### src/rtl/bpsk_pkg.sv
package bpsk_pkg;

    // one carrier period is 2**PHASE_BITS samples, so the phase wraps for free
    localparam int PHASE_BITS      = 6;
    localparam int SAMPLES_PER_BIT = 2 ** PHASE_BITS;

    localparam int SAMPLE_WIDTH = 12;                            // DAC word width
    localparam logic [SAMPLE_WIDTH-1:0] MIDSCALE = 12'd2048;     // offset-binary zero
    localparam int PEAK = 2047;                                  // table amplitude

    typedef struct packed {
        logic                  valid;
        logic                  data_bit;
        logic [PHASE_BITS-1:0] index;
        logic                  last;     // final sample of the frame
    } seq_beat_t;

    // phase_mapper writes the raw address, sine_lookup decodes the quadrant
    typedef union packed {
        logic [PHASE_BITS-1:0] raw;
        struct packed {
            logic [1:0]            quadrant;  // top bit negative half, low bit mirrored
            logic [PHASE_BITS-3:0] offset;
        } field;
    } phase_word_u;

    typedef struct packed {
        logic        valid;
        logic        last;
        phase_word_u phase;
    } phase_beat_t;

endpackage

### src/rtl/frame_sequencer.sv
module frame_sequencer
    import bpsk_pkg::*;
#(
    parameter int DATA_SIZE = 16
) (
    input  logic                 clk,
    input  logic                 rst_n,
    input  logic                 enable,
    input  logic [DATA_SIZE-1:0] data,
    output seq_beat_t            beat
);

    // a one bit frame still needs a counter of some width
    localparam int CNT_BITS = (DATA_SIZE > 1) ? $clog2(DATA_SIZE) : 1;

    logic                  enable_q;
    logic                  start;
    logic                  active;
    logic                  index_wrap;
    logic                  final_bit;
    logic [PHASE_BITS-1:0] index;
    logic [CNT_BITS-1:0]   bit_cnt;
    logic [DATA_SIZE-1:0]  shift_reg;

    assign start      = enable & ~enable_q;                      // enable rising edge
    assign index_wrap = (index == PHASE_BITS'(SAMPLES_PER_BIT - 1));
    assign final_bit  = (bit_cnt == CNT_BITS'(DATA_SIZE - 1));

    always_ff @(posedge clk) begin
        if (!rst_n) begin
            enable_q <= 1'b0;   // an enable already high at release counts as an edge
            active   <= 1'b0;
            index    <= '0;
            bit_cnt  <= '0;
        end else begin
            enable_q <= enable;
            if (start) begin
                active  <= 1'b1;
                index   <= '0;
                bit_cnt <= '0;
            end else if (active) begin
                if (!enable) begin
                    active <= 1'b0;                              // enable fell mid-frame so no done follows
                end else if (index_wrap && final_bit) begin
                    active <= 1'b0;
                end else begin
                    index <= index + 1'b1;                       // wraps to 0 after 63
                    if (index_wrap) begin
                        bit_cnt <= bit_cnt + 1'b1;
                    end
                end
            end
        end
    end

    // the word loads at the enable edge and shifts at every bit boundary
    always_ff @(posedge clk) begin
        if (start) begin
            shift_reg <= data;
        end else if (active && index_wrap) begin
            shift_reg <= shift_reg << 1;                         // next bit moves to the MSB
        end
    end

    always_comb begin
        beat.valid    = active;
        beat.data_bit = shift_reg[DATA_SIZE-1];
        beat.index    = index;
        beat.last     = active & index_wrap & final_bit;
    end

endmodule

### src/rtl/phase_mapper.sv
module phase_mapper
    import bpsk_pkg::*;
(
    input  logic        clk,
    input  logic        rst_n,
    input  seq_beat_t   beat,
    output phase_beat_t phased
);

    localparam logic [PHASE_BITS-1:0] HALF_PERIOD = PHASE_BITS'(SAMPLES_PER_BIT / 2);

    logic        valid_q;
    logic        last_q;
    phase_word_u next_phase;
    phase_word_u phase_q;

    // a 1 bit moves half a period on, the modulo add does the inversion
    always_comb begin
        next_phase.raw = beat.index + (beat.data_bit ? HALF_PERIOD : '0);
    end

    always_ff @(posedge clk) begin
        if (!rst_n) begin
            valid_q <= 1'b0;
            last_q  <= 1'b0;
        end else begin
            valid_q <= beat.valid;
            last_q  <= beat.last;
        end
    end

    always_ff @(posedge clk) begin
        phase_q <= next_phase;
    end

    assign phased = '{valid: valid_q, last: last_q, phase: phase_q};

endmodule

### src/rtl/sine_lookup.sv
module sine_lookup
    import bpsk_pkg::*;
(
    input  logic                    clk,
    input  logic                    rst_n,
    input  phase_beat_t             phased,
    output logic [SAMPLE_WIDTH-1:0] sample_out,
    output logic                    done
);

    localparam int  QUARTER     = SAMPLES_PER_BIT / 4;
    localparam int  ENTRY_WIDTH = SAMPLE_WIDTH - 1;
    localparam int  ADDR_WIDTH  = PHASE_BITS - 1;                // reaches 16 for the peak
    localparam real PI          = 3.141592653589793;

    typedef logic [QUARTER:0][ENTRY_WIDTH-1:0] quarter_table_t;

    // first quarter of the sine, 17 entries so the peak has its own slot
    function automatic quarter_table_t build_quarter_table();
        quarter_table_t tbl;
        real            angle;
        tbl = '0;
        for (int k = 0; k <= QUARTER; k++) begin
            angle  = 2.0 * PI * real'(k) / real'(SAMPLES_PER_BIT);
            tbl[k] = ENTRY_WIDTH'($rtoi(real'(PEAK) * $sin(angle) + 0.5));
        end
        return tbl;
    endfunction

    localparam quarter_table_t SINE_TABLE = build_quarter_table();

    phase_word_u               phase;
    logic                      negative;
    logic                      mirrored;
    logic [ADDR_WIDTH-1:0]     offset;
    logic [ADDR_WIDTH-1:0]     addr;
    logic [ENTRY_WIDTH-1:0]    magnitude;
    logic [SAMPLE_WIDTH-1:0]   level;

    assign phase    = phased.phase;
    assign negative = phase.field.quadrant[1];   // second half of the period
    assign mirrored = phase.field.quadrant[0];   // falling quarter reads the table backwards
    assign offset   = {1'b0, phase.field.offset};

    assign addr      = mirrored ? (ADDR_WIDTH'(QUARTER) - offset) : offset;
    assign magnitude = SINE_TABLE[addr];

    always_comb begin
        if (negative) begin
            level = MIDSCALE - SAMPLE_WIDTH'(magnitude);
        end else begin
            level = MIDSCALE + SAMPLE_WIDTH'(magnitude);
        end
    end

    always_ff @(posedge clk) begin
        if (!rst_n) begin
            sample_out <= MIDSCALE;
            done       <= 1'b0;
        end else begin
            // the output rests at midscale whenever no beat is valid
            sample_out <= phased.valid ? level : MIDSCALE;
            done       <= phased.valid & phased.last;   // lines up with the final sample
        end
    end

endmodule

### src/rtl/bpsk_modulator.sv
module bpsk_modulator
    import bpsk_pkg::*;
#(
    parameter int DATA_SIZE = 16
) (
    input  logic                    clk,
    input  logic                    rst_n,
    input  logic                    enable,
    input  logic [DATA_SIZE-1:0]    data,
    output logic [SAMPLE_WIDTH-1:0] sample_out,
    output logic                    done
);

    seq_beat_t   seq_beat;     // bit and sample index, cycles 1 to DATA_SIZE*64
    phase_beat_t phase_beat;

    frame_sequencer #(
        .DATA_SIZE(DATA_SIZE)
    ) i_frame_sequencer (
        .clk   (clk),
        .rst_n (rst_n),
        .enable(enable),
        .data  (data),
        .beat  (seq_beat)
    );

    // one cycle for the phase add
    phase_mapper i_phase_mapper (
        .clk   (clk),
        .rst_n (rst_n),
        .beat  (seq_beat),
        .phased(phase_beat)
    );

    // one more cycle for the table read
    sine_lookup i_sine_lookup (
        .clk       (clk),
        .rst_n     (rst_n),
        .phased    (phase_beat),
        .sample_out(sample_out),
        .done      (done)
    );

endmodule

### config.mk
export PLATFORM = sky130hd
export DESIGN_NAME = bpsk_modulator
export DESIGN_NICKNAME = d
export VERILOG_FILES = /design/src/rtl/bpsk_pkg.sv /design/src/rtl/frame_sequencer.sv /design/src/rtl/phase_mapper.sv /design/src/rtl/sine_lookup.sv /design/src/rtl/bpsk_modulator.sv
export SDC_FILE = /design/constraint.sdc
export NUM_CORES = 1
export LEC_CHECK = 0
export ABC_AREA = 1
export BUFFER_PORTS_ARGS = -buffer_cell sky130_fd_sc_hd__buf_2
export CORE_MARGIN = 4
export CORE_UTILIZATION = 62
export CTS_CLUSTER_DIAMETER = 200
export DETAILED_ROUTE_END_ITERATION = 6
export HOLD_SLACK_MARGIN = 0.03
export PLACE_DENSITY = 0.83
export SYNTH_ARGS = -nofsm -noshare
export SYNTH_HDL_FRONTEND = slang
export SYNTH_SLANG_ARGS = --single-unit
### constraint.sdc
create_clock -name clk -period 4.75 [get_ports clk]
set_input_delay 0.475 -clock clk [delete_from_list [all_inputs] [get_ports clk]]
set_output_delay 0.475 -clock clk [all_outputs]
set_load 0.005 [all_outputs]
==> flow_metrics.env <==
export IMPL_yosysWarnings=0
export IMPL_relSlewSlack_pct=36.38
export IMPL_clk_path_buf_depth=2
export IMPL_cp_start_kind="register"
export IMPL_maxCapViolCount=0
export IMPL_synth_top_family_by_area="simple AND/OR/NAND/NOR gates"
export IMPL_vias_per_cell=5.197
export IMPL_grt_ovfl_total=0
export IMPL_num_vias=2110
export IMPL_synthMuxAreaShare_pct=0
export IMPL_synth_top_cell_area_share_pct=26.39
export IMPL_worstSkewPairLatency_ps=300
export IMPL_pin_count=32
export IMPL_syn_inst=327
export IMPL_syn_avg_cell_area_um2=7.656
export IMPL_crit_required_ps=4950
export IMPL_fin_crit_ps=2770
export IMPL_cp_arrival_ps=2970
export IMPL_cts_repair_resized=0
export IMPL_wl_per_cell_um=11.18
export IMPL_grt_pass1_vias=1908
export IMPL_largest_reg_flops=16
export IMPL_synth_area_leaders="dfxtp_1 (26%), edfxtp_1 (19%), nand2_1 (16%)"
export IMPL_fin_skew_ps=9.743
export IMPL_nets=386
export IMPL_drive_gt1_share_pct=18.16
export IMPL_tns_ps=0
export IMPL_drt_first_pass_iters=4
export IMPL_synth_compound_area_share_pct=5.247
export IMPL_status="finished clean"
export IMPL_syn_nets=356
export IMPL_drv_slew=0
export IMPL_cpPeakStageDelay_ps=430
export IMPL_drc=0
export IMPL_period_share_pct=58.32
export IMPL_ff2ff_path_depth=14
export IMPL_fin_total_pwr_w=0.0008393
export IMPL_synth_async_sr_flop_share_pct=0
export IMPL_synth_simple_area_share_pct=35.23
export IMPL_hold_ws_ps=374.0
export IMPL_vdd_drop_max_mv=0.2623
export IMPL_wl_um=4541
export IMPL_dieArea_um2=5119
export IMPL_grt_antenna_before_repair=0
export IMPL_fp_row_count=22
export IMPL_h_tree_depth=2
export IMPL_finalSetupViolations=0
export IMPL_synth_ff_type="dfxtp_1"
export IMPL_grt_pass1_wl_um=7900
export IMPL_seq_area_frac_synth_pct=45.58
export IMPL_yosysUniqueCellTypes=31
export IMPL_crit_start="i_phase_mapper.phase_q[0]"
export IMPL_critPathSlowestCell="dfxtp_1"
export IMPL_grt_max_degree=19
export IMPL_numCtsBuffers=5
export IMPL_die_height_um=71.55
export IMPL_endpoint="i_sine_lookup.sample_out[10]"
export IMPL_antenna_left=0
export IMPL_min_path_type="register to register"
export IMPL_rsz0062_at_grt="false"
export IMPL_antennaDiodeCount=0
export IMPL_grt_use_total_pct=18.99
export IMPL_worst_setup_path_end_kind="register"
export IMPL_port_buffers=31
export IMPL_synth_top_area_cell="dfxtp_1"
export IMPL_r2r_start="i_phase_mapper.phase_q[0]"
export IMPL_cts_root_buffer="clkbuf_8"
export IMPL_coreArea_um2=3771
export IMPL_max_freq_mhz=361.0
export IMPL_cp_max_fo=7
export IMPL_leakage_nw=1.373
export IMPL_fill_cells=290
export IMPL_power_density_nw_per_um2=300.4
export IMPL_place_hpwl_um=3457
export IMPL_synthAdderAreaFrac_pct=4.998
export IMPL_hold_buffers=0
export IMPL_cts_sinks=49
export IMPL_regToRegSetupSlack_ps=1980
export IMPL_yosys_area_share_xor_xnor_pct=1.749
export IMPL_synth_edf_count=16
export IMPL_hold_violations=0
export IMPL_worst_pin_slew_ps=950.8
export IMPL_ys_seq_elements=49
export IMPL_die_width_um=71.55
export IMPL_critical_path_class="register to register"
export IMPL_syn_to_final_growth_pct=11.59
export IMPL_reg2reg_to="i_sine_lookup.sample_out[10]"
export IMPL_initial_core_util_pct=66.39
export IMPL_place_congestion=0.8863
export IMPL_cts_setup_buffers=0
export IMPL_drtIter0Drc=188
export IMPL_cts_reportedPaths_clkPinSlew_ps=90
export IMPL_cts_tree="built"
export IMPL_syn_area_um2=2504
export IMPL_crit_chain="inv_2 -> ha_1 -> nand2_1 -> o21ai_1 -> ha_1 -> nor2_1 -> o21ai_0 -> nor2_1 -> ha_1 -> nand4_1 -> nor2_2 -> nand3_2 -> a21oi_1 -> nor2_1"
==> cell type report <==
cell class	count	area [µm²]	area share, %
clock inverters	1	30.03	1.075
repair buffers	31	155.1	5.553
multi-input cells	234	1182	42.32
flip-flops and latches	49	1141	40.84
inverters	36	135.1	4.837
well taps	48	60.06	2.150
clock buffers	7	90.09	3.224
==> cell families (layout without fill, tap and decap cells) <==
family                     after synthesis  count (layout)
and+or+nand+nor                        194             194
DFF                                     49              49
buffers and inverters                   44              75
AOI/OAI and AO/OA                       25              25
adders and majority gates               10              10
xor gates and xnor gates                 5               5
==> critical path, delay by kind of cell, from the launching register on <==
family,cells,cell delay (ps)
AOI/OAI and AO/OA,3,480
adders and majority gates,3,860
buffers and inverters,1,110
DFF,1,430
and+or+nand+nor,7,790
==> per-layer routing <==
metal  track usage, %  wire length [µm]
met5                0                 0
met3            5.330               258
met4            5.637                37
met2            32.35              2167
met1            23.38              2077
==> Yosys cell counts, types with 2 or more instances <==
cell type / n
nand3_4: 2
dfxtp_1: 33
a21oi_1: 14
ha_1: 10
nand2_2: 7
nand3_1: 27
buf_2: 3
inv_1: 28
clkbuf_1: 3
inv_2: 7
nor2_1: 31
nor3_1: 2
nand3_2: 5
nand4_1: 3
nor2_2: 2
edfxtp_1: 16
xor2_1: 4
nand2_1: 110
o21ai_0: 8
==> how the worst min path moves through the flow <==
| stage | end | startpoint | cells past startpoint |
|---|---|---|---|
| final | i_phase_mapper.phase_q[4] | i_frame_sequencer.index[4] | 0 |
| after detailed placement | i_phase_mapper.phase_q[4] | i_frame_sequencer.index[4] | 0 |
| after floorplan | i_phase_mapper.phase_q[4] | i_frame_sequencer.index[4] | 0 |
| after global placement | i_phase_mapper.phase_q[4] | i_frame_sequencer.index[4] | 0 |
| after global routing | i_phase_mapper.phase_q[4] | i_frame_sequencer.index[4] | 0 |
| after CTS | i_phase_mapper.phase_q[4] | i_frame_sequencer.index[4] | 0 |
==> power breakdown <==
group / leakage (nW) / internal (W) / switching [W] / total, W
Sequential: 0.422 / 0.000450 / 0.00000794 / 0.000458
Clock: 0.0619 / 0.000177 / 0.000130 / 0.000307
Combinational: 0.889 / 0.0000272 / 0.0000474 / 0.0000746
==> metrics by stage <==
step	std cells	utilization (%)	area [µm²]	setup slack, ps
floorplan	327	-	2504	2369
global placement	398	70.90	2674	1796
detailed placement	398	70.90	2674	1613
CTS	406	74.09	2794	1985
global route	406	74.09	2794	1728
finish	406	74.09	2794	1980
==> placed cells by master (no fill, tap or decap), types with 2 or more instances in the layout <==
master,instances
a21oi_1,14
buf_2,31
clkbuf_8,6
dfxtp_1,33
edfxtp_1,16
ha_1,10
inv_1,28
inv_2,7
nand2_1,110
nand2_2,7
nand3_1,27
nand3_2,5
nand3_4,2
nand4_1,3
nor2_1,31
nor2_2,2
nor3_1,2
o21ai_0,8
xor2_1,4
Power figures use the tool's default switching activity.
